===== src/cpu_types_pkg.sv =====
package cpu_types_pkg;

    typedef logic [31:0] word_t;    // Data or address word
    typedef logic [4:0]  reg_idx_t; // Register file index

    typedef enum logic [1:0] {
        size_byte,
        size_half,
        size_word
    } mem_size_e;

    typedef struct packed {
        word_t     alu_result;    // Address for loads and stores
        word_t     store_data;
        logic      mem_read;
        logic      mem_write;
        mem_size_e size;
        logic      is_unsigned;   // Zero-extend narrow loads
        logic      mem_to_reg;
        logic      reg_write;
        reg_idx_t  reg_dest;
        logic      pc_src;
        word_t     branch_target;
    } ex_mem_t;

    typedef struct packed {
        word_t    alu_result;
        word_t    load_data;      // Zero unless a load
        logic     mem_to_reg;
        logic     reg_write;
        reg_idx_t reg_dest;
        logic     pc_src;
        word_t    branch_target;
        logic     fault;          // Bus error on this access
    } mem_wb_t;

endpackage


===== src/axi_lite_pkg.sv =====
package axi_lite_pkg;

    typedef logic [31:0] axil_addr_t;
    typedef logic [31:0] axil_data_t;
    typedef logic [3:0]  axil_strb_t;
    typedef logic [1:0]  axil_resp_t;

    localparam axil_resp_t resp_okay_c   = 2'b00;
    localparam axil_resp_t resp_slverr_c = 2'b10;

    // Master to slave
    typedef struct packed {
        axil_addr_t awaddr;
        logic       awvalid;
        axil_data_t wdata;
        axil_strb_t wstrb;
        logic       wvalid;
        logic       bready;
        axil_addr_t araddr;
        logic       arvalid;
        logic       rready;
    } axil_req_t;

    // Slave to master
    typedef struct packed {
        logic       awready;
        logic       wready;
        axil_resp_t bresp;
        logic       bvalid;
        logic       arready;
        axil_data_t rdata;
        axil_resp_t rresp;
        logic       rvalid;
    } axil_rsp_t;

endpackage


===== src/mem_store_align.sv =====
`timescale 1ns/1ps

module mem_store_align (
    input  cpu_types_pkg::ex_mem_t    held,
    output cpu_types_pkg::word_t      wdata,
    output axi_lite_pkg::axil_strb_t  wstrb
);

    logic aligned;

    // Narrow stores are replicated so every lane carries the data
    always_comb
    begin
        unique case (held.size)
            cpu_types_pkg::size_byte:
            begin
                wdata = {4{held.store_data[7:0]}};
                wstrb = 4'b0001 << held.alu_result[1:0];   // One lane by low bits
            end
            cpu_types_pkg::size_half:
            begin
                wdata = {2{held.store_data[15:0]}};
                wstrb = held.alu_result[1] ? 4'b1100 : 4'b0011;
            end
            default:
            begin
                wdata = held.store_data;
                wstrb = 4'b1111;
            end
        endcase
    end

    always_comb
    begin
        unique case (held.size)
            cpu_types_pkg::size_half: aligned = (held.alu_result[0] == 1'b0);
            cpu_types_pkg::size_word: aligned = (held.alu_result[1:0] == 2'b00);
            default:                  aligned = 1'b1;
        endcase
    end

    // Stores must be naturally aligned
    always_comb
    begin
        if (held.mem_write)
        begin
            assert (aligned)
                else $error("Misaligned store at address %h", held.alu_result);
        end
    end

endmodule


===== config.mk =====
export PLATFORM = sky130hd
export DESIGN_NAME = mem_store_align
export DESIGN_NICKNAME = d
export VERILOG_FILES = /design/src/cpu_types_pkg.sv /design/src/axi_lite_pkg.sv /design/src/mem_store_align.sv
export SDC_FILE = /design/constraint.sdc
export NUM_CORES = 1
export LEC_CHECK = 0
export BUFFER_PORTS_ARGS = -buffer_cell sky130_fd_sc_hd__buf_2
export CORE_AREA = 2 2 56 58
export DETAILED_ROUTE_END_ITERATION = 10
export DIE_AREA = 0 0 58 60
export PLACE_DENSITY = 0.74
export SLEW_MARGIN = 15
export SYNTH_ARGS = -nofsm -noshare
export SYNTH_HDL_FRONTEND = slang
export SYNTH_SLANG_ARGS = --single-unit

===== constraint.sdc =====
create_clock -name vclk -period 1.3
set_input_delay 0.065 -clock vclk [all_inputs]
set_output_delay 0.065 -clock vclk [all_outputs]
set_load 0.02 [all_outputs]

# Word level (Yosys, flattened, before mapping)
# Cells that the tools add are included.
# Widths: inputs -> output; s select.
[classes]
eq_ne = 1
reduce_logical = 1
shift = 1
n_mux = 3
[ops]
columns = ["op", "n"]
rows = [
  ["$pmux 32 s2", 1],
  ["$pmux 4 s2", 1],
  ["$mux 4", 1],
  ["$shl 1x2->4 const A", 1],
  ["$eq 2x1->1 const B", 1],
  ["$logic_not 2->1", 1],
]
[word_totals]
out_inout_bits = 36
word_cells = 6
inputBits = 109
ff_bits = 0

# Depth between registers and ports, before layout
# Gate-level depths: netlist of run 1.
[depth]
ltp_word = 2
ltp_mapped = 4

# Least setup slack after synthesis of run 1
# Ideal clock, no wire load.
[synth_path]
path_kind = "input to output"
start = "input port held[42] (netlist bit)"
end = "output port wdata[8]"
path_buffers = 0
t_arrival_ns = 0.672
cell_stages = 2
slack_ns = 0.563
cell_sequence = "nor2_4 > mux2_1"
[synth_via]
elab_chain_cells = 2
[synth_lines]
columns = ["element", "line", "text"]
rows = [
  ["start, declared", "mem_store_align.sv:4", "input cpu_types_pkg::ex_mem_t held,"],
  ["$eq 2x1->1 / $logic_not 2->1 (equally long branches)", "mem_store_align.sv:14", "unique case (held.size)"],
  ["$pmux 32 s2 (*)", "mem_store_align.sv:14", ""],
  ["end, declared", "mem_store_align.sv:5", "output cpu_types_pkg::word_t wdata,"],
]
# Every way passes the cells marked *; elsewhere a longest branch is shown, timed or not.

# Final worst setup path of run 1
[layout_path]
start = "input port held[42] (netlist bit)"
end = "output port wdata[10]"
# Same word-level chain as after synthesis.

==> impl_metrics.tcl, run 1 <==
set metrics [dict create \
    path_depth 4 \
    period_needed_ns 1.05 \
    syn_inst 60 \
    antenna_found_initial 0 \
    p_per_area_nw_per_um2 456 \
    core_region_area_um2 2900 \
    start_util 0.181 \
    die_area_um2 3480 \
    ioPinCount 145 \
    synthMuxAreaShare 0.496 \
    pwr-share-clk 0 \
    hold_viol_final 0 \
    critPathMaxStageDelay_ns 0.37 \
    clock.fmax_mhz 953 \
    setup_ws_ns 0.250 \
    endpoint "wdata[10]" \
    internal-power_mw 0.164 \
    endpoint_kind "output port" \
    cp-startpoint "held[42]" \
    postSynthAreaPerCell_um2 8.74 \
    cts_resized 0 \
    cp_max_fo 8 \
    hold_class "in2out" \
    setup-tns-final_ns 0 \
    yosysUniqueCellTypes 13 \
    ctsHoldBuffers 0 \
    num-clock-buffers 0 \
    crit_arrival_ns 0.98 \
    synth-xor-area-share 0 \
    fillers 322 \
    pwr-share-seq 0 \
    setup_viol 0 \
    num_vias 676 \
    grt_max_degree 18 \
    firstDrtPassIters 4 \
    synthAdderAreaFrac 0 \
    grt_pass1_vias 609 \
    postRouteAntennaNets 0 \
    rsz0062_at_grt "false" \
    io_buffers 72 \
    nets 234 \
    viasPerCell 4.33 \
    cap_violations 0 \
    stdcell_count 156 \
    wl_per_cell_um 10.5 \
    utilization 0.289 \
    num_rows 20 \
    placedCellCount 156 \
    finalCritPeriodShare 0.807 \
    timing.critical_path.mode_cell "buf_2" \
    grt_pass1_wl_mm 2.48 \
    irDropWorstVdd_v 0.000217 \
    p_sw_frac 0.571 \
    overflow 0 \
    crit_type "in2out" \
    dpl.hpwl_mm 1.41 \
    synthSimpleGateAreaFrac 0.0979 \
    p_sw_mw 0.219 \
    critical_path.top_delay_family "multiplexers" \
    synth_compound_area_frac 0.191 \
    synth_top_family_by_area "multiplexers" \
    ys_seq_area_frac 0 \
    drv_slew 0 \
    numSequentialCells 0 \
    startpoint_type "input pin" \
    worst-path-buf-inv 2 \
    p_leak_nw 0.471 \
    gp_congestion 0.689 \
    synth_fp_nets 169 \
    synthesis.area_um2 524 \
    die-height_um 60 \
    grtUsageTotal 0.0879 \
    multiInputGateArea_um2 412 \
    relSlewSlack 0.812 \
    crit_chain "buf_2 -> nor2_4 -> mux2_2 -> buf_2" \
    drt_wl_total_mm 1.64 \
    yosysWarningCount 0 \
    pwr-share-comb 1.000 \
    die_x_um 58 \
    worst_slew_pin_slew_ns 0.282 \
    run_status "completed" \
    final-seq-area_um2 0 \
    syn2layout_area_growth_pct 60.1 \
    dr.first_iter.drc_count 5 \
    diodes 0 \
    drc 0 \
    pre_cts_ws_ns 0.239 \
    drive_above_1_share 0.805 \
    slowest_stage "mux2_2" \
    post_cts_buffers 0 \
    worstPathRequired_ns 1.24 \
]
## layout make-up
class | instances | area share
Inverter | 1 | 0.00447
Multi-Input combinational cell | 47 | 0.490
Timing Repair Buffer | 75 | 0.456
Tap cell | 33 | 0.0492
## placed cells by master (no fill, tap or decap)
cell type,Yosys,final
o21ai_2,8,8
buf_2,0,72
nand2_1,8,8
nor2b_1,1,1
buf_4,8,3
nor2_4,1,1
mux2_2,15,15
mux2_1,1,1
o21bai_1,4,4
inv_1,1,1
mux2i_1,8,8
nor2_1,1,1
## per-stage QoR
stage | cell area, um^2 | hold WS (ns) | power (mW)
after floorplan | 524 | 0.243 | 0.261
after global placement | 840 | 0.387 | 0.384
after detailed placement | 840 | 0.389 | 0.387
after CTS | 840 | 0.389 | 0.389
after global routing | 840 | 0.408 | 0.412
final | 840 | 0.388 | 0.383
## logic make-up after synthesis
kind of cell,Yosys count
compound gates,12
buf+inv,13
mux,24
simple gates,11
## power groups by stage
stage / logic (mW) / registers [mW] / clock network (mW)
finish: 0.383 / 0 / 0
floorplan: 0.261 / 0 / 0
CTS: 0.389 / 0 / 0
global placement: 0.384 / 0 / 0
global route: 0.412 / 0 / 0
detailed placement: 0.387 / 0 / 0
## worst min path at each step
stage              from        to  slack (ns)  cells after the start
3_3_place_gp   held[51]  wdata[6]        0.39                      2
5_1_grt        held[50]  wdata[5]        0.41                      2
2_1_floorplan  held[45]  wdata[0]        0.24                      1
3_5_place_dp   held[51]  wdata[6]        0.39                      2
4_1_cts        held[51]  wdata[6]        0.39                      2
6_report       held[51]  wdata[6]        0.39                      2
## synthesized netlist by cell type, drive strengths merged
cell type  number  area [um^2]
buf            12          109
nor2b           1         6.26
o21ai           8         70.1
nand2           8         30.0
nor2            2         15.0
mux2           16          180
inv             1         3.75
o21bai          4         30.0
mux2i           8         80.1
## per-layer routing
layer / share of wire / wire [um] / GRT usage
met4: 0 / 0 / 0
met3: 0.13 / 215 / 0.00649
met1: 0.37 / 607 / 0.102
met5: 0 / 0 / 0
met2: 0.50 / 812 / 0.183
(Power assumes the default switching activity.)
==> run 2: changes to the inputs <==
- CORE_AREA: 2 2 56 58 -> 2 2 57 59
- DIE_AREA: 0 0 58 60 -> 0 0 59 61
- PLACE_DENSITY: 0.74 -> 0.72
- clock period: 1.3 -> 1.1 ns (I/O delays scaled with it)
==> run 2 against run 1 <==
Net effect:
- sequential share of layout area stayed put
- clock-buffer cell count stayed put
- global-route usage is 0.30 points higher
- critical endpoint is now wdata[23]
- highest routed layer unchanged
==> impl_metrics.tcl, run 2 (synthesized netlist as in run 1, its figures left out) <==
set metrics [dict create \
    run_status "completed" \
    stdcell_count 158 \
    finalCritPeriodShare 0.902 \
    drive_above_1_share 0.808 \
    viasPerCell 4.31 \
    timing.critical_path.mode_cell "buf_2" \
    relSlewSlack 0.878 \
    setup_viol 0 \
    final-seq-area_um2 0 \
    endpoint_kind "output port" \
    cp_max_fo 15 \
    ctsHoldBuffers 0 \
    num_vias 681 \
    grt_max_degree 16 \
    diodes 0 \
    start_util 0.178 \
    numSequentialCells 0 \
    worstPathRequired_ns 1.04 \
    worst_slew_pin_slew_ns 0.177 \
    gp_congestion 0.710 \
    startpoint_type "input pin" \
    crit_arrival_ns 0.94 \
    syn2layout_area_growth_pct 63.0 \
    overflow 0 \
    irDropWorstVdd_v 0.000170 \
    p_leak_nw 0.481 \
    slowest_stage "mux2_2" \
    num-clock-buffers 0 \
    critPathMaxStageDelay_ns 0.36 \
    final_cell_mix "buf_2, mux2_2, mux2i_1, nand2_1, o21ai_2" \
    drv_slew 0 \
    drt_wl_total_mm 1.76 \
    hold_class "in2out" \
    dpl.hpwl_mm 1.59 \
    fillers 330 \
    die-height_um 61 \
    critical_path.top_delay_family "buffers and inverters" \
    antenna_found_initial 0 \
    io_buffers 72 \
    wl_per_cell_um 11.2 \
    cap_violations 0 \
    firstDrtPassIters 4 \
    die_area_um2 3600 \
    nets 236 \
    ioPinCount 145 \
    post_cts_buffers 0 \
    placedCellCount 158 \
    period_needed_ns 0.992 \
    dr.first_iter.drc_count 16 \
    cts_resized 0 \
    postRouteAntennaNets 0 \
    drc 0 \
    crit_type "in2out" \
    grt_pass1_vias 582 \
    cp-startpoint "held[42]" \
    rsz0062_at_grt "false" \
    p_per_area_nw_per_um2 540 \
    clock.fmax_mhz 1010 \
    die_x_um 59 \
    worst-path-buf-inv 3 \
    hold_start "held[48]" \
    grt_pass1_wl_mm 2.57 \
    setup-tns-final_ns 0 \
    core_region_area_um2 2950 \
    grtUsageTotal 0.0908 \
    hold_viol_final 0 \
    final_common_cell "buf_2" \
    crit_chain "buf_2 -> buf_4 -> mux2_2 -> buf_2" \
    num_rows 20 \
]
## run 2: changes by cell type in the layout (fill, tap and decap cells not counted), sizes merged
cell | before | now
buf | 75 | 77
## run 2: cell type report
class / instances / area (um^2) / share of cell area
Inverter: 1 / 3.75 / 0.00439
Multi-Input combinational cell: 47 / 412 / 0.482
Tap cell: 33 / 41.3 / 0.0483
Timing Repair Buffer: 77 / 398 / 0.466
## run 2: final timing paths
kind / end / slack (ns) / depth (start not counted)
max: wdata[23] / 0.11 / 4
min: wdata[3] / 0.37 / 2
## run 2: power breakdown
group          internal (mW)  switching [mW]
clock                      0               0
combinational          0.199           0.262
sequential                 0               0
## run 2: per-stage QoR
step	setup slack, ns	instance area [um^2]	hold WS, ns	total power [mW]	util
CTS	0.102	855	0.371	0.469	0.289
global placement	0.102	855	0.369	0.464	0.289
floorplan	0.383	524	0.223	0.309	-
finish	0.108	855	0.372	0.461	0.289
detailed placement	0.103	855	0.371	0.467	0.289
global route	0.0668	855	0.389	0.499	0.289
## run 2: metal layers
metal	global-route usage	vias up	wire, um
met2	0.181	52	890
met5	0	-	0
met3	0.00640	0	184
li1	-	340	-
met4	0	0	0
met1	0.113	289	687
