**config.mk**
```make
export PLATFORM = sky130hd
export DESIGN_NAME = mem_load_align
export DESIGN_NICKNAME = d
export VERILOG_FILES = /design/src/cpu_types_pkg.sv /design/src/mem_load_align.sv
export SDC_FILE = /design/constraint.sdc
export NUM_CORES = 1
export LEC_CHECK = 0
export BUFFER_PORTS_ARGS = -buffer_cell sky130_fd_sc_hd__buf_2
export CORE_MARGIN = 2
export CORE_UTILIZATION = 48
export CTS_CLUSTER_DIAMETER = 50
export DETAILED_ROUTE_END_ITERATION = 7
export PLACE_DENSITY = 0.86
export SETUP_SLACK_MARGIN = 0.5
export SLEW_MARGIN = 30
export SYNTH_ARGS = -nofsm -noshare
export SYNTH_HDL_FRONTEND = slang
export SYNTH_SLANG_ARGS = --single-unit
```
**constraint.sdc**
```tcl
create_clock -name clk -period 8.7 [get_ports clk]
set_clock_uncertainty 0.2 [all_clocks]
set_input_delay 0.87 -clock clk [delete_from_list [all_inputs] [get_ports clk]]
set_output_delay 0.87 -clock clk [all_outputs]
set_load 0.01 [all_outputs]
```
**src/cpu_types_pkg.sv**
```systemverilog
package cpu_types_pkg;

    typedef logic [31:0] word_t;    // Data or address word
    typedef logic [4:0]  reg_idx_t; // Register file index

    typedef enum logic [1:0] {
        size_byte,
        size_half,
        size_word
    } mem_size_e;

    typedef struct packed {
        word_t     alu_result;    // Address for loads and stores
        word_t     store_data;
        logic      mem_read;
        logic      mem_write;
        mem_size_e size;
        logic      is_unsigned;   // Zero-extend narrow loads
        logic      mem_to_reg;
        logic      reg_write;
        reg_idx_t  reg_dest;
        logic      pc_src;
        word_t     branch_target;
    } ex_mem_t;

    typedef struct packed {
        word_t    alu_result;
        word_t    load_data;      // Zero unless a load
        logic     mem_to_reg;
        logic     reg_write;
        reg_idx_t reg_dest;
        logic     pc_src;
        word_t    branch_target;
        logic     fault;          // Bus error on this access
    } mem_wb_t;

endpackage

```
**src/mem_load_align.sv**
```systemverilog
`timescale 1ns/1ps

module mem_load_align (
    input  logic                   clk,
    input  logic                   rst,
    input  cpu_types_pkg::ex_mem_t held,
    input  cpu_types_pkg::word_t   rdata,
    input  logic                   done,
    input  logic                   fault,
    output logic                   wb_valid,
    output cpu_types_pkg::mem_wb_t mem_wb
);

    cpu_types_pkg::word_t   lane_data;
    cpu_types_pkg::word_t   ext_data;
    cpu_types_pkg::mem_wb_t next_wb;

    assign lane_data = rdata >> {held.alu_result[1:0], 3'b000};   // Addressed lane to bit 0

    always_comb
    begin
        unique case (held.size)
            cpu_types_pkg::size_byte:
                ext_data = held.is_unsigned ? {24'b0, lane_data[7:0]}
                                            : {{24{lane_data[7]}}, lane_data[7:0]};
            cpu_types_pkg::size_half:
                ext_data = held.is_unsigned ? {16'b0, lane_data[15:0]}
                                            : {{16{lane_data[15]}}, lane_data[15:0]};
            default:
                ext_data = rdata;
        endcase
    end

    always_comb
    begin
        next_wb.alu_result    = held.alu_result;
        next_wb.load_data     = held.mem_read ? ext_data : '0;
        next_wb.mem_to_reg    = held.mem_to_reg;
        next_wb.reg_write     = held.reg_write;
        next_wb.reg_dest      = held.reg_dest;
        next_wb.pc_src        = held.pc_src;
        next_wb.branch_target = held.branch_target;
        next_wb.fault         = fault;
    end

    always_ff @(posedge clk or posedge rst)
    begin
        if (rst)
        begin
            wb_valid <= 1'b0;
            mem_wb   <= '0;
        end
        else
        begin
            wb_valid <= done;        // One-cycle pulse per result
            if (done)
            begin
                mem_wb <= next_wb;
            end
        end
    end

endmodule

```
# After elaboration in Yosys (flattened, before gate mapping)

Cells that the tools add are included.

Eq/ne operators: 1
Shift operators: 1
Mux-type cells: 4
Reductions and logical operators: 1

Operators with widths:

| operator           | count |
|---|---|
| $mux 32            | 3 |
| $pmux 32 s2        | 1 |
| $shr 32x5->16      | 1 |
| $eq 2x1->1 const B | 1 |
| $logic_not 2->1    | 1 |

Bits in registers: 106
Input port bits: 145
Output and inout bits: 106
Logic and storage cells: 16

# Logic depth before layout (Yosys ltp)

Gate-level depths: netlist (run 1).

Depth in word-level cells: 4
Gate-level depth with buffers: 7
Depth with buffers taken out: 4

# Least setup slack after synthesis (run 1)

OpenSTA, ideal clock, no wires.

Path kind: in2reg
From: input held[41] (netlist bit)
To: register mem_wb[65] (netlist bit)
Setup time: 126 ps
Arrival: 1856 ps
Data required time: 8374 ps
Setup slack: 6518 ps
Stages: 6
Buffers on the path: 2
Cell sequence: buf_6 > mux2i_1 > mux2i_1 > o211a_4 > buf_6 > a221o_1

Longest elaborated chain between the ends: 3
Elaborated cells on any way between the ends: 4
Those cells by class: 1 x eq/ne; 2 x mux; 1 x reduce/logical

Ends and longest elaborated chain:

| what                                          | line                 | source |
|---|---|---|
| start, declared                               | mem_load_align.sv:6  | `input cpu_types_pkg::ex_mem_t held,` |
| $eq 2x1->1 or $logic_not 2->1 (tied branches) | mem_load_align.sv:22 | `unique case (held.size)` |
| $pmux 32 s2 (*)                               | mem_load_align.sv:22 |  |
| $mux 32 (*)                                   | mem_load_align.sv:37 | `next_wb.load_data = held.mem_read ? ext_data : '0;` |
| end signal, assigned                          | mem_load_align.sv:58 | `mem_wb <= next_wb;` |
| end, declared                                 | mem_load_align.sv:11 | `output cpu_types_pkg::mem_wb_t mem_wb` |

Mark *: on every way between the ends. The rest lies on a longest branch, timed or not.
A chain may end at the register's enable or synchronous reset.

==> results of run 1 <==
## per-stage QoR
| step | utilization | hold WS, ps | setup WS [ps] |
|---|---|---|---|
| after detailed placement | 0.611 | 279 | 5230 |
| final | 0.631 | 305 | 5920 |
| after global routing | 0.631 | 323 | 5740 |
| after global placement | 0.611 | 272 | 5340 |
| after CTS | 0.630 | 308 | 5610 |
| after floorplan | - | 321 | 4840 |
## layout make-up
class | instances | area share
well taps | 111 | 0.0239
inverters | 19 | 0.0136
clock buffers | 9 | 0.0214
multi-input cells | 182 | 0.285
flip-flops and latches | 106 | 0.457
clock inverters | 6 | 0.00863
repair buffers | 218 | 0.190
## final timing paths
kind                            depth (start not counted)  slack [ps]         end
worst max-delay path                                    5        5920  mem_wb[53]
worst min-delay path                                    1         300  mem_wb[48]
worst max register to register                          2        7490  mem_wb[53]
worst min register to register                          1         300  mem_wb[48]
max in group asynchronous                               3        6750  mem_wb[63]
min in group asynchronous                               2         360   mem_wb[8]
## cells in the mapped netlist
cell / number
sky130_fd_sc_hd__inv_4: 2
sky130_fd_sc_hd__o211a_4: 1
sky130_fd_sc_hd__nor3_2: 1
sky130_fd_sc_hd__a2bb2oi_1: 1
sky130_fd_sc_hd__buf_4: 3
sky130_fd_sc_hd__o2111ai_2: 1
sky130_fd_sc_hd__buf_2: 13
sky130_fd_sc_hd__a22oi_1: 1
sky130_fd_sc_hd__buf_6: 3
sky130_fd_sc_hd__o21ai_0: 1
sky130_fd_sc_hd__dfrtp_1: 106
sky130_fd_sc_hd__nor2b_1: 3
sky130_fd_sc_hd__a222oi_1: 7
sky130_fd_sc_hd__a221o_1: 16
sky130_fd_sc_hd__nor2_1: 10
sky130_fd_sc_hd__mux2_2: 74
sky130_fd_sc_hd__o2bb2ai_1: 1
sky130_fd_sc_hd__nand3b_1: 3
sky130_fd_sc_hd__clkbuf_1: 1
sky130_fd_sc_hd__o21ai_1: 2
sky130_fd_sc_hd__o211ai_1: 12
sky130_fd_sc_hd__o21bai_1: 1
sky130_fd_sc_hd__a21oi_1: 6
sky130_fd_sc_hd__nor4b_4: 1
sky130_fd_sc_hd__buf_1: 1
sky130_fd_sc_hd__mux2i_1: 6
sky130_fd_sc_hd__nand2b_1: 9
sky130_fd_sc_hd__nand2_2: 1
sky130_fd_sc_hd__o221ai_1: 1
sky130_fd_sc_hd__nor3_1: 1
sky130_fd_sc_hd__o32ai_1: 6
sky130_fd_sc_hd__nor2_2: 1
sky130_fd_sc_hd__a32oi_1: 2
sky130_fd_sc_hd__nor4b_2: 1
sky130_fd_sc_hd__nand3_1: 1
sky130_fd_sc_hd__nand2_1: 10
sky130_fd_sc_hd__inv_1: 17
sky130_fd_sc_hd__a221oi_1: 1
## cell usage in the layout (no fill, tap or decap), types with 2 or more instances in the layout
cell	Yosys	routed
sky130_fd_sc_hd__a21oi_1	6	6
sky130_fd_sc_hd__a221o_1	16	16
sky130_fd_sc_hd__a222oi_1	7	7
sky130_fd_sc_hd__a32oi_1	2	2
sky130_fd_sc_hd__buf_2	13	216
sky130_fd_sc_hd__clkbuf_8	0	9
sky130_fd_sc_hd__dfrtp_1	106	106
sky130_fd_sc_hd__inv_1	17	16
sky130_fd_sc_hd__inv_4	2	3
sky130_fd_sc_hd__inv_6	0	2
sky130_fd_sc_hd__mux2_2	74	74
sky130_fd_sc_hd__mux2i_1	6	6
sky130_fd_sc_hd__nand2_1	10	10
sky130_fd_sc_hd__nand2b_1	9	9
sky130_fd_sc_hd__nand3b_1	3	3
sky130_fd_sc_hd__nor2_1	10	10
sky130_fd_sc_hd__nor2b_1	3	3
sky130_fd_sc_hd__o211ai_1	12	12
sky130_fd_sc_hd__o21ai_1	2	2
sky130_fd_sc_hd__o32ai_1	6	6
## critical path, stage by stage
cell and delay (ps):
sky130_fd_sc_hd__buf_6 510, sky130_fd_sc_hd__nand2_2 420, sky130_fd_sc_hd__nor4b_2 710, sky130_fd_sc_hd__a222oi_1 190, sky130_fd_sc_hd__o211ai_1 140
## registers in the layout, summed over array words and instances, names as in the netlist
name,cells
mem_wb,105
wb_valid,1
## cells by family after synthesis
group,count (synthesis)
mux,80
buf+inv,40
compound gates,60
simple gates,42
flops,106
## power by group through the flow
stage          sequential [mW]  clock [mW]  combinational (mW)
2_1_floorplan            0.596           0              0.0863
3_3_place_gp             0.570           0               0.201
3_5_place_dp             0.574           0               0.206
4_1_cts                  0.564       0.288               0.207
5_1_grt                  0.569       0.305               0.222
6_report                 0.563       0.281               0.204
## per-layer routing
metal / vias up / part of all wire / global-route usage
met4: 0 / 0.013 / 0.0572
met3: 14 / 0.072 / 0.0437
met1: 1755 / 0.39 / 0.266
met2: 170 / 0.52 / 0.398
li1: 1623 / - / -
met5: - / 0 / 0
==> results summary, run 1 <==
The post-synthesis share of cell area spent on xor and xnor gates is 0. The number of distinct library cells after synthesis came out at 38. The horizontal die dimension came out at 101 um.

The via count of the first global-routing pass was ~3,600. The actual slew at the worst max-slew pin came out at 763 ps. The final-layout setup total negative slack came out at 0 ps.

The floorplan has 35 rows. The worst setup path is captured at a flop. After global routing the overflow that remains totals 0. The run finished with clean final reports. The total routing resource utilization after global routing came out at 0.219. The leakage power of the design came out at 2.90 nW. The top cell type's share of synthesized area came out at 0.588. After clock tree synthesis, the repair step resized 0 gates. The initial antenna violation count came out at 0. In this run the worst path has a maximum fanout of between 80 and 90.

In this run the clock root is driven by a sky130_fd_sc_hd__clkbuf_8. The total setup buffers inserted after CTS is 0. The wire length of the first global-routing pass came out at between 15,000 and 20,000 um. The total via count in the routed design came out at around 3,600. The count of state elements after synthesis came out at 106. The total number of clock tree sinks is 106. In this run the tool buffered the top-level ports with ~220 buffer cells. The shortest period the worst path allows is 2780 ps. The total clock buffers created by CTS is 9. The area taken by multi-input logic gates came out at 0.00166 mm^2. After detailed routing, the average wire length per cell comes to 17.8 um. Summing all flip-flop and latch instances after layout gives 0.00265 mm^2. The share of total power in the clock network is 0.268.

The clock-pin slew on the worst setup and hold paths came out at 100 ps. The CTS tree is built. The core region is a little over 0.009 mm^2. The arrival time of the worst setup path came out at ~2900 ps. The type of the tightest min-delay check is flop to flop. The internal power contribution is 0.746 mW.

The floorplan step defined a die boundary enclosing 0.0102 mm^2. The startpoint identified for the worst register-to-register timing path is mem_wb[53]. The count of nets left with antenna violations after detail routing came out at 0. The count of maximum capacitance violations came out at 0.

The final-report max-slew violation count is 0. The number of ports placed on the die boundary came out at 251. The number of antenna diodes in the final layout is 0. The post-synthesis cell area came out at 0.00451 mm^2. The number of fill cells came out at ~720.

The synthesized area per cell came out at between 10 and 15 um^2. The share of cell area taken by muxes after synthesis is 0.198. After detailed routing, the total wire length is 11,600 um.

The count of mapped cells out of synthesis is 328. The die is 101 um tall. The violation count after the first detailed-route iteration is 183. Setup repair after global routing left no endpoint under its margin.

The initial utilization of the core area, before any placement, comes to 0.491. The type of the setup path with the least slack is input port to flop. The clock reaches the later pin of the worst-skew pair after 340 ps. In the post-synthesis netlist, the biggest area contributors are sky130_fd_sc_hd__dfrtp_1, sky130_fd_sc_hd__mux2_2, sky130_fd_sc_hd__a221o_1. The maximum number of pins on one net before global-route repair is between 80 and 90. The portion of the post-synthesis area used by sequential elements is 0.588. The post-synthesis to final-layout area growth is 28.5%. The DRC violations left is 0.

The final number of hold-violating endpoints came to 0. The relative slew slack came out at 0.491. The number of levels in the clock H-tree came out at 3. The cts-stage hold buffer count came out at 0.

The Yosys step of the flow raised 0 warnings. When the netlist entered floorplanning its net count stood at 473. In the finished design, the share of the clock period the worst path needs comes to 0.319. The net total in the final layout is 681. The largest total area in the synthesized netlist belongs to sky130_fd_sc_hd__dfrtp_1.

The post-placement cell count is 636. The half-perimeter wire length after detailed placement is around 8500 um. The maximum achievable frequency came out at 360 MHz. By area, the combinational part of the netlist is dominated by multiplexers.

Of the total power, registers draw 0.537. For this design the ratio of total power to cell area is ~180 mW/mm^2. The power spent charging and discharging nets is 0.302 mW. The largest vdd supply drop came out at 0.0736 mV. The compound-gate portion of the synthesized area was 0.115. Of the total synthesized cell area, the portion taken by AND, OR, NAND and NOR gates is 0.0541.

The first detailed-routing pass ran for 5 iterations. The worst setup path is launched from an input port. Of the total power, combinational logic draws 0.195.

Tracing the worst setup path back leads to its startpoint at done. The overall power consumption is approximately 1.0 mW. No sink is reached through more buffers than the 2 on the longest clock path. The number of vias per cell after detailed routing is ~5.5. The switching portion of total power is 0.288. The final estimated routing congestion in global placement came out at 0.876. Of the total synthesized cell area, the portion taken by full adders, half adders and majority gates is 0. The required time of the worst setup path is 8770 ps. The startpoint of the tightest hold check path is mem_wb[48]. The count of endpoints failing setup in the final report is 0. Once placement finished, the instance area stood at 0.00562 mm^2. The design area is 0.00580 mm^2.

The fraction of layout cells with a size suffix above 1 came out at 0.587. The non-filler instance count after layout is 651.
No activity file was read; power rests on OpenSTA's default activity.
==> inputs of run 2 (changes only) <==
--- a/config.mk
+++ b/config.mk
@@ -7,10 +7,10 @@
 export LEC_CHECK = 0
 export BUFFER_PORTS_ARGS = -buffer_cell sky130_fd_sc_hd__buf_2
 export CORE_MARGIN = 2
-export CORE_UTILIZATION = 48
+export CORE_UTILIZATION = 44
 export CTS_CLUSTER_DIAMETER = 50
 export DETAILED_ROUTE_END_ITERATION = 7
-export PLACE_DENSITY = 0.86
+export PLACE_DENSITY = 0.8
 export SETUP_SLACK_MARGIN = 0.5
 export SLEW_MARGIN = 30
 export SYNTH_ARGS = -nofsm -noshare
==> constraint.sdc (replaced) <==
create_clock -name clk -period 2.7 [get_ports clk]
set_clock_uncertainty 0.2 [all_clocks]
set_input_delay 0.27 -clock clk [delete_from_list [all_inputs] [get_ports clk]]
set_output_delay 0.27 -clock clk [all_outputs]
set_load 0.01 [all_outputs]
==> run 2 against run 1 <==
Net effect: die area is 8.7% higher; final cell count is 18% higher; via count is 11% higher; register-to-register slack worse by 6000 ps; wire length is 13% higher; sequential power grew to 3.2 times the previous value; global-route usage is 1.7 points higher; clock-buffer cell count is 1 higher; flip-flop and latch count stayed put; power grew to 3.3 times the previous value.
==> results summary, run 2 (same netlist as run 1, synthesis figures left out) <==
The final-report max-slew violation count is 0 (unchanged). The number of iterations in the first detailed-routing pass came out at 5 (unchanged). The via count of the first global-routing pass came out at 4,126 (+15%). The switching portion of total power came out at 0.279 (-0.00965).

The library cells used most frequently in the layout, excluding fill and tap cells, are sky130_fd_sc_hd__buf_2, sky130_fd_sc_hd__dfrtp_1, sky130_fd_sc_hd__dlygate4sd3_1. The final estimated routing congestion in global placement was 0.838 (-4.4%). The design area was 0.00677 mm^2 (+17%). The total clock buffers created by CTS is 9 (unchanged). The relative contribution of sequential cells to total power was 0.525 (-0.012).

The starting density of the core came to 0.458 (-0.0332). The startpoint of the tightest hold check path is rdata[6]. The number of resized instances in the post-cts repair step is 0 (unchanged). The count of endpoints failing setup in the final report came out at 0 (unchanged).

The initial antenna violation count is 1 (+1). The fraction of met1 tracks used by global routing came to 0.288 (+0.0213). The maximum fanout encountered on the critical timing path is 23 (-73%).

The actual slew at the worst max-slew pin came out at 754 ps (-8.35 ps). The flip-flop count of the largest register, all copies and words added is 105 (unchanged). The horizontal die dimension came out at 105 um (+4.3%).

The vertical die dimension is 105 um (+4.3%). The arrival time of the worst setup path came out at 1900 ps (-950 ps). The most critical setup path has its startpoint at done. Leaving out fill and tap cells, the most frequent cell in the layout is sky130_fd_sc_hd__buf_2. Setup repair after global routing left no endpoint under its margin. The floorplan row count came out at 36 (+2.9%).

The clock-pin slew on the worst setup and hold paths came to 100 ps (about the same). The DRC violations left is 0 (unchanged). The number of levels in the clock H-tree is 3 (unchanged). The clock root buffer master is sky130_fd_sc_hd__clkbuf_8. The number of ports placed on the die boundary came out at 251 (unchanged).

The combinational share of power is 0.222 (+0.027). The die area is 0.0111 mm^2 (+8.7%). The maximum achievable frequency came out at 549 MHz. The met2 global-route usage is 0.412 (+0.0136). TritonCTS built the clock tree. Grouping stages by cell kind, the critical path spends the most delay in simple AND/OR/NAND/NOR gates.

The startpoint type of the worst setup path is an input port. The worst-case setup margin in the final layout is 878 ps (-5040 ps). The final number of hold-violating endpoints came out at 0 (unchanged). The placeable core region came out at 0.00986 mm^2 (+7.3%). The final-layout setup total negative slack came to 0 ps (unchanged). The minimum setup slack after placement came out at 565 ps (-4660 ps). The relative slew slack is 0.497 (+0.00557). The count of nets left with antenna violations after detail routing came out at 0 (unchanged).

The number of fill cells came out at 696 (-3.7%). The violation count after the first detailed-route iteration came out at 246 (+34%). The total routing resource utilization after global routing is 0.236 (+0.0168). In the finished design, the share of the clock period the worst path needs comes to 0.675.

The leakage power of the design is 3.29 nW (+14%). The power spent charging and discharging nets was 0.967 mW (+220%). The internal power contribution came out at 2.50 mW (+240%).

The count of maximum capacitance violations is 0 (unchanged). The number of vias per cell after detailed routing is 5.16 (-5.6%). The buffer levels on the longest clock path is 2 (unchanged). The largest vdd supply drop is 0.254 mV (+250%). The total global routing overflow came to 0 (unchanged). The layer flagged by global routing as most heavily used is met2. The shortest period the worst path allows is 1820 ps.

The worst setup path is captured at a flop. For hold timing, the worst endpoint is mem_wb[47]. The total buffers and inverters traversed by the critical path is 1 (unchanged). The setup path with the least slack is of type input port to flop. The placed cell area is 0.00568 mm^2 (+1.0%).

The number of port buffers is 217 (unchanged). The endpoint of the most critical register-to-register path is mem_wb[56]. The share of total power in the clock network is 0.252 (-0.016).

The delay contributed by the slowest stage of the critical path was 690 ps (-20 ps). The average routed wire per standard cell came out at 17.0 um (-4.3%). In the final layout, the registers with the most flip-flops are mem_wb x105, wb_valid x1. The total number of clock tree sinks is 106 (unchanged). The total routed wirelength came to 13,100 um (+13%). The count of cells along the worst register-to-register path was 2 (unchanged). The total via count in the routed design came out at 3,965 (+11%). The overall power consumption is 3.47 mW (+230%). The flow ran to the end, and the final reports show no timing, DRC or antenna violations. The wire length of the first global-routing pass came out at 20,900 um (+18%). The half-perimeter wire length after detailed placement is 8350 um (-1.5%). The maximum number of pins on one net before global-route repair is 63 (-26%). The required time of the worst setup path came out at 2780 ps (-5990 ps). The largest individual stage delay along the critical path comes from the cell sky130_fd_sc_hd__nor4b_2. The register-to-register path setup slack came out at 1460 ps (-6030 ps).

The post-synthesis to final-layout area growth came out at 50.0%. The register bank with the most flops is mem_wb. The cell area power density was 512 mW/mm^2 (+180%). The met3 global-route usage is 0.0482 (+0.00455). Traced cell by cell, the critical path runs through buf_4 > nand2_2 > nor4b_2 > a222oi_1 > o211ai_1. The source-to-sink clock delay at the later pin of the worst-skew pair came out at 350 ps (about the same). The number of gates on the worst path with buffers counted came out at 5 (unchanged). The fraction of layout cells with a size suffix above 1 is 0.503 (-0.0839). The startpoint of the worst register-to-register path is mem_wb[56].

The min-delay analysis places its worst path in the category input port to flop. The net total in the final layout came out at 775 (+14%). The number of cells on the worst hold path was 3 (+2).
-- run 2: what timing repair did --
action	in CTS	in global routing
setup buffers	0	0
endpoints found under the hold margin	185	0
hold buffers	92	0
-- run 2: routing by layer --
layer / part of all wire / routed length [um] / vias up
met3: 0.077 / 1010 / 31
li1: - / - / 1810
met2: 0.50 / 6590 / 202
met5: 0 / 0 / -
met4: 0.026 / 342 / 0
met1: 0.39 / 5150 / 1922
-- run 2: area by class of cell --
cell class	instances	area (um^2)	area share
antenna	1	2.50	0.000370
clock buffer	10	138	0.0203
clock inverter	5	31.3	0.00462
inverter	19	80.1	0.0118
multi-input combinational	182	1660	0.245
sequential	106	2650	0.392
tap	133	166	0.0246
timing repair buffer	312	2040	0.302
-- run 2: worst max path at each step --
stage,end
floorplan,mem_wb[0]
global placement,mem_wb[52]
detailed placement,mem_wb[54]
CTS,mem_wb[54]
global route,mem_wb[56]
finish,mem_wb[54]
-- run 2: metrics by stage --
step / hold slack (ps) / utilization / std cells
after floorplan: 101 / - / 328
after global placement: 268 / 0.576 / 660
after detailed placement: 284 / 0.576 / 660
after CTS: 1.85 / 0.686 / 767
after global routing: 8.39 / 0.686 / 768
final: 14.5 / 0.686 / 768
-- run 2: worst reg2reg max path, stage by stage (launching register included) --
cell and delay [ps]:
sky130_fd_sc_hd__dfrtp_1 410, sky130_fd_sc_hd__a222oi_1 350, sky130_fd_sc_hd__o211ai_1 140
-- run 2: power by group through the flow --
stage	clock network (mW)	registers, mW	logic, mW
4_1_cts	0.899	1.82	0.770
2_1_floorplan	0	1.92	0.279
6_report	0.875	1.82	0.772
5_1_grt	0.963	1.84	0.833
3_5_place_dp	0	1.85	0.666
3_3_place_gp	0	1.84	0.647
