$ cat src/cpu_types_pkg.sv
package cpu_types_pkg;

    typedef logic [31:0] word_t;    // Data or address word
    typedef logic [4:0]  reg_idx_t; // Register file index

    typedef enum logic [1:0] {
        size_byte,
        size_half,
        size_word
    } mem_size_e;

    typedef struct packed {
        word_t     alu_result;    // Address for loads and stores
        word_t     store_data;
        logic      mem_read;
        logic      mem_write;
        mem_size_e size;
        logic      is_unsigned;   // Zero-extend narrow loads
        logic      mem_to_reg;
        logic      reg_write;
        reg_idx_t  reg_dest;
        logic      pc_src;
        word_t     branch_target;
    } ex_mem_t;

    typedef struct packed {
        word_t    alu_result;
        word_t    load_data;      // Zero unless a load
        logic     mem_to_reg;
        logic     reg_write;
        reg_idx_t reg_dest;
        logic     pc_src;
        word_t    branch_target;
        logic     fault;          // Bus error on this access
    } mem_wb_t;

endpackage

$ cat src/axi_lite_pkg.sv
package axi_lite_pkg;

    typedef logic [31:0] axil_addr_t;
    typedef logic [31:0] axil_data_t;
    typedef logic [3:0]  axil_strb_t;
    typedef logic [1:0]  axil_resp_t;

    localparam axil_resp_t resp_okay_c   = 2'b00;
    localparam axil_resp_t resp_slverr_c = 2'b10;

    // Master to slave
    typedef struct packed {
        axil_addr_t awaddr;
        logic       awvalid;
        axil_data_t wdata;
        axil_strb_t wstrb;
        logic       wvalid;
        logic       bready;
        axil_addr_t araddr;
        logic       arvalid;
        logic       rready;
    } axil_req_t;

    // Slave to master
    typedef struct packed {
        logic       awready;
        logic       wready;
        axil_resp_t bresp;
        logic       bvalid;
        logic       arready;
        axil_data_t rdata;
        axil_resp_t rresp;
        logic       rvalid;
    } axil_rsp_t;

endpackage

$ cat src/mem_ctrl.sv
`timescale 1ns/1ps

module mem_ctrl (
    input  logic                     clk,
    input  logic                     rst,
    input  logic                     in_valid,
    input  cpu_types_pkg::ex_mem_t   ex_mem,
    output logic                     stall,
    output cpu_types_pkg::ex_mem_t   held,
    input  cpu_types_pkg::word_t     wdata,
    input  axi_lite_pkg::axil_strb_t wstrb,
    output axi_lite_pkg::axil_req_t  axil_req,
    input  axi_lite_pkg::axil_rsp_t  axil_rsp,
    output logic                     done,
    output logic                     fault
);

    typedef enum logic [2:0] {
        st_idle,
        st_write,
        st_write_resp,
        st_read,
        st_read_resp
    } state_e;

    state_e state;
    logic   accept;
    logic   aw_done;       // Address phase finished
    logic   w_done;        // Data phase finished
    logic   aw_hs;
    logic   w_hs;
    logic   b_hs;
    logic   r_hs;
    logic   pass_done;     // Non-memory op completes

    assign stall  = (state != st_idle);
    assign accept = in_valid && !stall;

    assign aw_hs = axil_req.awvalid && axil_rsp.awready;
    assign w_hs  = axil_req.wvalid && axil_rsp.wready;
    assign b_hs  = axil_req.bready && axil_rsp.bvalid;
    assign r_hs  = axil_req.rready && axil_rsp.rvalid;

    always_comb
    begin
        axil_req.awaddr  = held.alu_result;
        axil_req.awvalid = (state == st_write) && !aw_done;
        axil_req.wdata   = wdata;
        axil_req.wstrb   = wstrb;
        axil_req.wvalid  = (state == st_write) && !w_done;
        axil_req.bready  = (state == st_write_resp);
        axil_req.araddr  = held.alu_result;
        axil_req.arvalid = (state == st_read);
        axil_req.rready  = (state == st_read_resp);
    end

    assign done  = pass_done || b_hs || r_hs;
    assign fault = (b_hs && (axil_rsp.bresp != axi_lite_pkg::resp_okay_c)) ||
                   (r_hs && (axil_rsp.rresp != axi_lite_pkg::resp_okay_c));

    always_ff @(posedge clk)
    begin
        if (accept)
        begin
            held <= ex_mem;
        end
    end

    always_ff @(posedge clk or posedge rst)
    begin
        if (rst)
        begin
            state     <= st_idle;
            aw_done   <= 1'b0;
            w_done    <= 1'b0;
            pass_done <= 1'b0;
        end
        else
        begin
            pass_done <= accept && !ex_mem.mem_read && !ex_mem.mem_write;
            unique case (state)
                st_idle:
                begin
                    if (accept && ex_mem.mem_write)
                        state <= st_write;      // Store wins if both set
                    else if (accept && ex_mem.mem_read)
                        state <= st_read;
                end
                st_write:
                begin
                    if ((aw_done || aw_hs) && (w_done || w_hs))
                    begin
                        state   <= st_write_resp;
                        aw_done <= 1'b0;
                        w_done  <= 1'b0;
                    end
                    else
                    begin
                        aw_done <= aw_done || aw_hs;
                        w_done  <= w_done || w_hs;
                    end
                end
                st_write_resp:
                    if (b_hs) state <= st_idle;
                st_read:
                    if (axil_rsp.arready) state <= st_read_resp;
                st_read_resp:
                    if (r_hs) state <= st_idle;
                default:
                    state <= st_idle;
            endcase
        end
    end

    // AXI valids hold until accepted
    a_aw_hold: assert property (@(posedge clk) disable iff (rst)
        axil_req.awvalid && !axil_rsp.awready |=> axil_req.awvalid);
    a_w_hold: assert property (@(posedge clk) disable iff (rst)
        axil_req.wvalid && !axil_rsp.wready |=> axil_req.wvalid);
    a_ar_hold: assert property (@(posedge clk) disable iff (rst)
        axil_req.arvalid && !axil_rsp.arready |=> axil_req.arvalid);

    // A response handshake returns the FSM to idle
    a_stall_release: assert property (@(posedge clk) disable iff (rst)
        stall && done |=> (state == st_idle));

endmodule

$ cat config.mk
export PLATFORM = sky130hd
export DESIGN_NAME = mem_ctrl
export DESIGN_NICKNAME = d
export VERILOG_FILES = /design/src/cpu_types_pkg.sv /design/src/axi_lite_pkg.sv /design/src/mem_ctrl.sv
export SDC_FILE = /design/constraint.sdc
export NUM_CORES = 1
export LEC_CHECK = 0
export BUFFER_PORTS_ARGS = -buffer_cell sky130_fd_sc_hd__buf_2
export CAP_MARGIN = 40
export CELL_PAD_IN_SITES_DETAIL_PLACEMENT = 0
export CELL_PAD_IN_SITES_GLOBAL_PLACEMENT = 1
export CORE_AREA = 2 2 156 158
export DETAILED_ROUTE_END_ITERATION = 10
export DIE_AREA = 0 0 158 160
export HOLD_SLACK_MARGIN = 0.03
export PLACE_DENSITY_LB_ADDON = 0.3
export SYNTH_ARGS = -nofsm -noshare
export SYNTH_HDL_FRONTEND = slang
export SYNTH_SLANG_ARGS = --single-unit
export TNS_END_PERCENT = 30
$ cat constraint.sdc
create_clock -name clk -period 9.1 [get_ports clk]
set_input_delay 1.82 -clock clk [delete_from_list [all_inputs] [get_ports clk]]
set_output_delay 1.82 -clock clk [all_outputs]
set_load 0.01 [all_outputs]
== Word-level counts from Yosys, hierarchy flattened ==
Cells that the tools add are included.
Word-level totals
  bits in registers: 115
  input port bits: 189
  output and inout port bits: 217
  logic and storage cells: 62
Operators by class
  mux-type cells: 9
  reduce and logical (&&, ||, !) cells: 29
  eq/ne operators: 9
Operators by type and width (count)
  two-way mux 3 bit: 6
  one-hot mux 3 bit (5 select lines): 1
  logical AND 1 bit: 14
  inequality test 2 x 1 -> 1 bit (second input constant): 4
  equality test 3 x 2 -> 1 bit (second input constant): 2
  zero test 1 bit: 5
  logical OR 1 bit: 5
  AND reduction 5 bit: 1
  nonzero test 2 bit: 2
  equality test 3 x 1 -> 1 bit (second input constant): 1
  equality test 3 bit (second input constant): 1
  zero test 3 bit: 1
  inequality test 3 bit (second input constant): 1
  nonzero test 3 bit: 1
  two-way mux 1 bit: 2

== Logic depth before layout (Yosys ltp) ==
Gate-level depths: netlist (run 1).
  depth after elaboration: 7
  mapped depth: 4
  gate-level depth less buffers: 3

== Worst setup path after synthesis (run 1) ==
No wires, ideal clock.
  path kind: input to register
  start: input in_valid
  end: register held (netlist bit axil_req[10]) (enable)
  path slack: 4491 ps
  library setup time: 463 ps
  arrival time: 4147 ps
  stages on the path: 3
  required time: 8637 ps
  cells stage by stage: and2b_1 -> nand2_1 -> inv_1
Between the ends
  word-level cells in the longest chain between the ends: 1
RTL lines
  from (decl): RTL line mem_ctrl.sv:6  | input logic in_valid,
  logical AND 1 bit: RTL line mem_ctrl.sv:37  | assign accept = in_valid && !stall;
  to (signal assigned): RTL line mem_ctrl.sv:65  | held <= ex_mem;
  to (decl): RTL line mem_ctrl.sv:9  | output cpu_types_pkg::ex_mem_t held,
No other way between the ends.
A chain may end at the register's enable or synchronous reset.

== Final worst setup path (run 1) ==
  start: input axil_rsp[36] (netlist name)
  end: output done
Between the ends
  word-level cells in the longest chain between the ends: 3
RTL lines
  from (decl): RTL line mem_ctrl.sv:13  | input axi_lite_pkg::axil_rsp_t axil_rsp,
  logical AND 1 bit: RTL line mem_ctrl.sv:41  | assign b_hs = axil_req.bready && axil_rsp.bvalid;
  logical OR 1 bit (2 in series): RTL line mem_ctrl.sv:57  | assign done = pass_done || b_hs || r_hs;
  to (decl): RTL line mem_ctrl.sv:14  | output logic done,
No other way between the ends.

==> flow_summary.rst, run 1 <==
.. list-table::
   :header-rows: 1

   * - Metric
     - Value
   * - Placeable core region
     - 23,800 um2
   * - Area grow syn2layout
     - 38.7%
   * - Leakage power summed over all cells
     - 2.68 nW
   * - Placed Instances
     - 783
   * - Number of remaining DRC errors
     - 0
   * - Net Count, Synth
     - 449
   * - Avg Synthesized Cell Area
     - 17.1 um2
   * - Internal power consumption
     - 1.26 mW
   * - Share of total power consumed by net switching
     - 30.9%
   * - Worst r2r src
     - state[0]
   * - Post-synthesis sequential area ratio
     - 76.9%
   * - Sequential fraction of design power
     - 43.0%
   * - Vias in the first global route
     - 2,803
   * - Worst skew pair latency
     - 410 ps
   * - Number of primary I/O pins
     - 406
   * - Starting Density
     - 18.7%
   * - Cell area power density
     - 295 nW/um2
   * - Final critical path time including I/O delays and setup
     - 4260 ps
   * - Number of cells traversed by the worst hold path
     - 2
   * - Post-cts resize count
     - 0
   * - Warnings, synthesis
     - 0
   * - Maximum number of pins on one net before global-route repair
     - 58
   * - Area of the die
     - 25,300 um2
   * - Total Negative Setup Slacks
     - 0 ps
   * - Dominant combinational cell family by area after synthesis
     - buffers and inverters
   * - Share of cells above drive strength 1
     - 69.5%
   * - Final worst clock skew
     - 9.09 ps
   * - Worst VDD drop
     - 0.108 mV
   * - Final clock period utilization by the worst path
     - 46.8%
   * - Routed WL per cell
     - 14.4 um
   * - Hold/Removal Path Class
     - register to register
   * - Reg-to-reg critical path endpoint
     - axil_req[30]
   * - Xor and xnor area share after synthesis
     - 0%
   * - Arrival time reported for the critical path endpoint
     - 2440 ps
   * - Start point of the worst min-delay path
     - aw_done
   * - Combined area of all synthesized cells
     - 4450 um2
   * - Gate Count Post-Synth
     - 260
   * - Die height
     - 160 um
   * - Slew at the pin with the worst max-slew slack
     - 725 ps
   * - Worst-path maximum fanout
     - 3
   * - Post-Layout Cell Count
     - 817
   * - Overall Power
     - 1.83 mW
   * - Clock tree from TritonCTS
     - built
   * - Proportion of power drawn by combinational gates
     - 21.2%
   * - Count of cells along the worst register-to-register path
     - 4
   * - Launching element type of the critical path
     - primary input
   * - H-tree Lvls
     - 4
   * - Number of hold buffers added after cts
     - 0
   * - Share of total power in the clock network
     - 35.8%
   * - CTS Buf Count
     - 17
   * - Net total in the final layout
     - 667
   * - Synth Area in Simple Gates
     - 3.20%
   * - Wire length of the first global-routing pass
     - 16.2 mm
   * - Post-synthesis adder-cell area fraction
     - 0%
   * - Area share of the leading cell type in the synthesized netlist
     - 73.5%
   * - Cell row count
     - 57
   * - Placer's final routability congestion estimate
     - 0.698
   * - Unrepaired setup endpoints after global routing
     - no
   * - Clock net sink count
     - 115
   * - Setup Buffers After CTS
     - 0
   * - Root cell of the clock tree
     - clkbuf_16
   * - Number of setup violations in the final report
     - 0
   * - Setup slack of the worst register-to-register path
     - 6530 ps
   * - Worst slack at placement
     - 4830 ps
   * - Share of the synthesized area in compound gates (AO/OA/AOI/OAI)
     - 1.85%
   * - Post-layout util
     - 25.9%
   * - Library cells used by synthesis
     - 26
   * - Clock-pin slew on the worst setup and hold paths
     - 60 ps
   * - Outcome
     - finished clean
   * - Drt pass-1 iters
     - 4
   * - Achievable Freq
     - 235 MHz
   * - Final Max Tran Viols
     - 0
   * - Number of vias after detailed routing
     - 2,800
   * - Cell taking the most area after synthesis
     - edfxtp_1
   * - Endpoint class of the critical path
     - output port
   * - End point of the most critical hold path
     - aw_done
   * - Finished layout cell area
     - 6180 um2
   * - Type of the worst setup path
     - primary input to output port
   * - Hold Worst Slack
     - 590 ps
   * - Number of buffers inserted by port buffering
     - 301
   * - Most area-consuming cells after synthesis
     - edfxtp_1 (74%), buf_4 (17%), dfrtp_1 (3.4%)
   * - Switching power summed over all nets
     - 0.565 mW
   * - Data required time at the worst endpoint
     - 7280 ps
   * - Number of antenna violations at the first check in global routing
     - 1
   * - Max_slew headroom
     - 51.7%
   * - Placed wire-length estimate
     - 8.82 mm
   * - Via density
     - 3.43
   * - Final hold violations
     - 0
   * - Routed Antenna Nets
     - 0
   * - Grt total ovfl
     - 0
   * - Maximum number of buffers from clock root to sink
     - 2
   * - Initial DRC Count
     - 130
   * - Number of maximum-capacitance constraint violations
     - 0
   * - Total global routing track utilization
     - 8.78%
   * - Total Routed Length
     - 11.7 mm
   * - Synth Register Bits
     - 115
   * - Die X
     - 158 um
   * - Area of placed instances
     - 5600 um2
   * - Share of cell area taken by muxes after synthesis
     - 0.337%
   * - Worst Slack Setup Final
     - 4840 ps
-- cells by family after synthesis --
family | after synthesis
muxes | 1
buffers and inverters | 107
and+or+nand+nor | 24
AOI/OAI and AO/OA | 13
DFF | 115
-- critical path: stages --
cell and delay [ps]:
buf_2 120, nand3b_1 70, a21oi_1 60, or2_1 220, buf_2 140
-- cells in the final DEF (no fill, tap or decap), drive strengths merged, types with 3 or more instances in the layout --
master  synthesis  routed
edfxtp        109     109
nor2            5       5
nand2           4       4
o21ai           4       4
or2             3       3
clkbuf          0      17
clkinv          0       5
dfrtp           6       6
buf           103     302
inv             4      11
a21oi           5       5
-- synthesized netlist by cell type, drive strengths merged --
cell type,instances
edfxtp,109
buf,103
dfrtp,6
a21oi,5
nor2,5
inv,4
nand2,4
o21ai,4
or2,3
nand3b,2
nor2b,2
nor3,2
nor3b,2
a221oi,1
a31oi,1
and2b,1
and3b,1
mux2,1
nand3,1
o211ai,1
o221ai,1
or3,1
-- power groups by stage --
stage               registers, mW  logic (mW)  clock network (mW)
finish                      0.785       0.387               0.653
global placement            0.793       0.403                   0
floorplan                   0.842       0.232                   0
CTS                         0.788       0.402               0.682
global route                0.800       0.432               0.705
detailed placement          0.798       0.400                   0
-- state kept, by name, summed over array words and instances, names as in the netlist --
signal and count:
axil_req 32, w_done 1, held 77, aw_done 1, pass_done 1, state 3
-- cell type report --
type                    instances  area [um2]
fillers                      2523       17600
flip-flops and latches        115        3420
repair buffers                302        1510
clock buffers                  17         425
well taps                     324         405
multi-input cells              38         240
clock inverters                15         148
inverters                       4        17.5
diodes                          2        5.00
-- worst max path at each step --
stage / end / startpoint / slack, ps
3_5_place_dp: done / axil_rsp[36] / 4830
6_report: done / axil_rsp[36] / 4840
2_1_floorplan: axil_req[10] / in_valid / 4490
3_3_place_gp: done / axil_rsp[36] / 4830
4_1_cts: done / axil_rsp[36] / 4820
5_1_grt: done / axil_rsp[36] / 4780
-- per-layer routing --
layer	wire length, um	track usage, %	up-vias
met5	0	0	-
met4	206	3.44	0
met3	1240	4.37	28
met2	6110	15.5	188
met1	4180	8.73	1314
li1	-	-	1270
No activity file was read; power rests on OpenSTA's default activity.
==> run 2, diff against run 1 <==
--- a/config.mk
+++ b/config.mk
@@ -5,13 +5,14 @@
 export SDC_FILE = /design/constraint.sdc
 export NUM_CORES = 1
 export LEC_CHECK = 0
+export ABC_AREA = 1
 export BUFFER_PORTS_ARGS = -buffer_cell sky130_fd_sc_hd__buf_2
 export CAP_MARGIN = 40
 export CELL_PAD_IN_SITES_DETAIL_PLACEMENT = 0
 export CELL_PAD_IN_SITES_GLOBAL_PLACEMENT = 1
-export CORE_AREA = 2 2 156 158
+export CORE_AREA = 2 2 157 159
 export DETAILED_ROUTE_END_ITERATION = 10
-export DIE_AREA = 0 0 158 160
+export DIE_AREA = 0 0 159 161
 export HOLD_SLACK_MARGIN = 0.03
 export PLACE_DENSITY_LB_ADDON = 0.3
 export SYNTH_ARGS = -nofsm -noshare
==> constraint.sdc (replaced) <==
create_clock -name clk -period 4.5 [get_ports clk]
set_input_delay 0.9 -clock clk [delete_from_list [all_inputs] [get_ports clk]]
set_output_delay 0.9 -clock clk [all_outputs]
set_load 0.01 [all_outputs]
==> run 2 against run 1 <==
- wire length decreased by 5.2%
- global-route usage down 0.37 points
- final cell count is 2.6% higher
- non-clock buffer count grew 1
- count of clock-buffer cells in the layout unchanged
- sequential share of layout area decreased by 1.2 points
- worst hold slack lost 170 ps
- sequential power is 100% higher
- synthesized area increased by 0.73%
- combinational power is 130% higher
- clock power rose by 130%
- critical endpoint is now fault
- largest cell class unchanged
==> flow_summary.rst, run 2 <==
.. list-table::
   :header-rows: 1

   * - Metric
     - Value
   * - Unrepaired setup endpoints after global routing
     - no (unchanged)
   * - Xor and xnor area share after synthesis
     - 0% (unchanged)
   * - Final worst clock skew
     - 8.92 ps (was 9.09 ps)
   * - Placer's final routability congestion estimate
     - 0.757 (was 0.698)
   * - Post-cts resize count
     - 0 (unchanged)
   * - Worst skew pair latency
     - 400 ps (was 410 ps)
   * - Count of flip-flops with a built-in enable after synthesis
     - 109 (unchanged)
   * - Total Negative Setup Slacks
     - 0 ps (unchanged)
   * - Number of setup violations in the final report
     - 0 (unchanged)
   * - Vias in the first global route
     - 2,908 (was 2,803)
   * - Final hold violations
     - 0 (unchanged)
   * - Area grow syn2layout
     - 40.8% (was 38.7%)
   * - Number of maximum-capacitance constraint violations
     - 0 (unchanged)
   * - Most frequent standard cell in the layout excluding fill and tap cells
     - buf_2 (unchanged)
   * - Number of hold buffers added after cts
     - 0 (unchanged)
   * - Number of flip-flops in the largest register
     - 77 (unchanged)
   * - Clock-pin slew on the worst setup and hold paths
     - 60 ps (about the same)
   * - Achievable Freq
     - 398 MHz
   * - Finished layout cell area
     - 6320 um2 (was 6180 um2)
   * - Initial DRC Count
     - 94 (was 130)
   * - Number of buffers inserted by port buffering
     - 301 (unchanged)
   * - Combined area of all synthesized cells
     - 4490 um2 (was 4450 um2)
   * - Number of remaining DRC errors
     - 0 (unchanged)
   * - Total of fill cells in the finished design
     - 2,525 (was 2,523)
   * - Placed wire-length estimate
     - 8.56 mm (was 8.82 mm)
   * - Net total in the final layout
     - 689 (was 667)
   * - Final critical path time including I/O delays and setup
     - 2510 ps
   * - Number of antenna violations at the first check in global routing
     - 2 (was 1)
   * - Maximum number of pins on one net before global-route repair
     - 58 (unchanged)
   * - Arrival time reported for the critical path endpoint
     - 1610 ps (was 2440 ps)
   * - Avg Synthesized Cell Area
     - 16.1 um2 (was 17.1 um2)
   * - Type of the worst setup path
     - register to output port (was primary input to output port)
   * - Grt total ovfl
     - 0 (unchanged)
   * - Number of vias after detailed routing
     - 2,824 (was 2,800)
   * - Final clock period utilization by the worst path
     - 55.8%
   * - Dominant combinational cell family by area after synthesis
     - buffers and inverters (unchanged)
   * - Cell area power density
     - 627 nW/um2 (was 295 nW/um2)
   * - Leakage power summed over all cells
     - 2.81 nW (was 2.68 nW)
   * - Wire length of the first global-routing pass
     - 16.3 mm (was 16.2 mm)
   * - Total global routing track utilization
     - 8.42% (was 8.78%)
   * - Top reg by flops
     - held (unchanged)
   * - Post-synthesis sequential area ratio
     - 76.3% (was 76.9%)
   * - Number of primary I/O pins
     - 406 (unchanged)
   * - Max_slew headroom
     - 51.4% (was 51.7%)
   * - Synth Area in Simple Gates
     - 4.91% (was 3.20%)
   * - Data required time at the worst endpoint
     - 3600 ps (was 7280 ps)
   * - Hold/Removal Path Class
     - primary input to async pin (was register to register)
   * - Routed WL per cell
     - 13.3 um (was 14.4 um)
   * - Setup Buffers After CTS
     - 0 (unchanged)
   * - Area share of the leading cell type in the synthesized netlist
     - 73.0% (was 73.5%)
   * - Worst VDD drop
     - 0.205 mV (was 0.108 mV)
   * - Slew at the pin with the worst max-slew slack
     - 729 ps (was 725 ps)
   * - Share of the synthesized area in compound gates (AO/OA/AOI/OAI)
     - 0.697% (was 1.85%)
   * - Clock net sink count
     - 115 (unchanged)
   * - Drt pass-1 iters
     - 4 (unchanged)
   * - Worst-path maximum fanout
     - 7 (was 3)
   * - Root cell of the clock tree
     - clkbuf_16 (unchanged)
   * - Final Max Tran Viols
     - 0 (unchanged)
   * - Cell with the most instances after synthesis
     - edfxtp_1 (unchanged)
   * - Maximum number of buffers from clock root to sink
     - 2 (unchanged)
   * - Most used standard cells in the synthesized netlist
     - edfxtp_1 (109), buf_4 (100), inv_1 (16), nand2_1 (13), nor2_1 (9) (was edfxtp_1 (109), buf_4 (101), dfrtp_1 (6), a21oi_1 (5), nor2_1 (5))
   * - Share of cell area taken by muxes after synthesis
     - 0% (was 0.337%)
   * - Most common flop cell mapped by yosys
     - edfxtp_1 (unchanged)
   * - Net Count, Synth
     - 467 (was 449)
   * - Library cells used by synthesis
     - 17 (was 26)
   * - Cell taking the most area after synthesis
     - edfxtp_1 (unchanged)
   * - Outcome
     - finished clean (unchanged)
   * - Starting Density
     - 18.7% (about the same)
   * - Share of cells above drive strength 1
     - 67.8% (was 69.5%)
   * - H-tree Lvls
     - 4 (unchanged)
   * - Endpoint class of the critical path
     - output port (unchanged)
   * - Clock tree from TritonCTS
     - built (unchanged)
   * - Routed Antenna Nets
     - 0 (unchanged)
   * - Most area-consuming cells after synthesis
     - edfxtp_1 (73%), buf_4 (17%), dfrtp_1 (3.3%) (was edfxtp_1 (74%), buf_4 (17%), dfrtp_1 (3.4%))
   * - Area of the die
     - 25,600 um2 (was 25,300 um2)
   * - Gate Count Post-Synth
     - 278 (was 260)
   * - Synth Register Bits
     - 115 (unchanged)
   * - Warnings, synthesis
     - 0 (unchanged)
   * - Placeable core region
     - 24,000 um2 (was 23,800 um2)
   * - Die height
     - 161 um (was 160 um)
   * - FFs w/ async S/R, synth
     - 5.22% (unchanged)
   * - Commonest cells after routing, fill and taps aside
     - buf_2 (301), edfxtp_1 (109), clkbuf_16 (17) (unchanged)
   * - Area of placed instances
     - 5670 um2 (was 5600 um2)
   * - Post-synthesis adder-cell area fraction
     - 0% (unchanged)
   * - Die X
     - 159 um (was 158 um)
   * - Via density
     - 3.37 (was 3.43)
   * - Launching element type of the critical path
     - register (was primary input)
   * - CTS Buf Count
     - 17 (unchanged)
   * - Total Routed Length
     - 11.1 mm (was 11.7 mm)
   * - Cell row count
     - 57 (unchanged)
[run 2: through the flow]
step	util [%]	hold WS, ps	std cells	power (mW)	setup slack [ps]
final	26.4	420	838	3.96	1990
after global routing	26.3	413	837	4.17	1790
after CTS	26.3	411	837	4.05	1950
after detailed placement	23.7	555	805	2.54	2130
after global placement	23.7	542	805	2.54	2100
after floorplan	-	525	278	2.26	151
[run 2: path summary, 6_finish.rpt]
check,from,to,slack (ps),cells after the start
setup reg to reg,state[1],held[34],2560,4
hold reg to reg,w_done,w_done,570,2
setup / recovery,state[0],fault,1990,6
hold / removal,rst,w_done,420,2
max in group asynchronous,rst,state[0],3860,2
min in group clk,w_done,w_done,570,2
[run 2: per-layer routing]
| layer | vias up | global-route usage, % | share of wire [%] |
|---|---|---|---|
| met3 | 23 | 3.03 | 8.4 |
| met5 | - | 0 | 0.12 |
| met1 | 1313 | 8.91 | 38 |
| met2 | 175 | 14.7 | 51 |
| li1 | 1311 | - | - |
| met4 | 2 | 4.46 | 2.1 |
[run 2: kinds of logic after synthesis]
family | after synthesis
buffers and inverters | 116
DFF | 115
AOI/OAI and AO/OA | 6
and+or+nand+nor | 41
[run 2: area by class of cell]
type	count	area (um2)	share of cell area (%)
flip-flops and latches	115	3420	54.2
repair buffers	303	1520	24.1
clock buffers	17	425	6.74
well taps	324	405	6.42
multi-input cells	47	259	4.10
clock inverters	15	219	3.47
inverters	16	60.1	0.951
diodes	1	2.50	0.0396
[run 2: report_power, final]
part           internal, mW  switching (mW)  total (mW)
clock                 0.945           0.524        1.47
combinational         0.324           0.567       0.891
sequential             1.50           0.106        1.60
total                  2.77            1.20        3.96
[run 2: critical path: stages, from the launching register on]
cell     delay (ps)
dfrtp_1         480
inv_1           160
nand3_1         110
nor2_1          140
o21ai_0         100
o21ai_1          70
buf_2           140
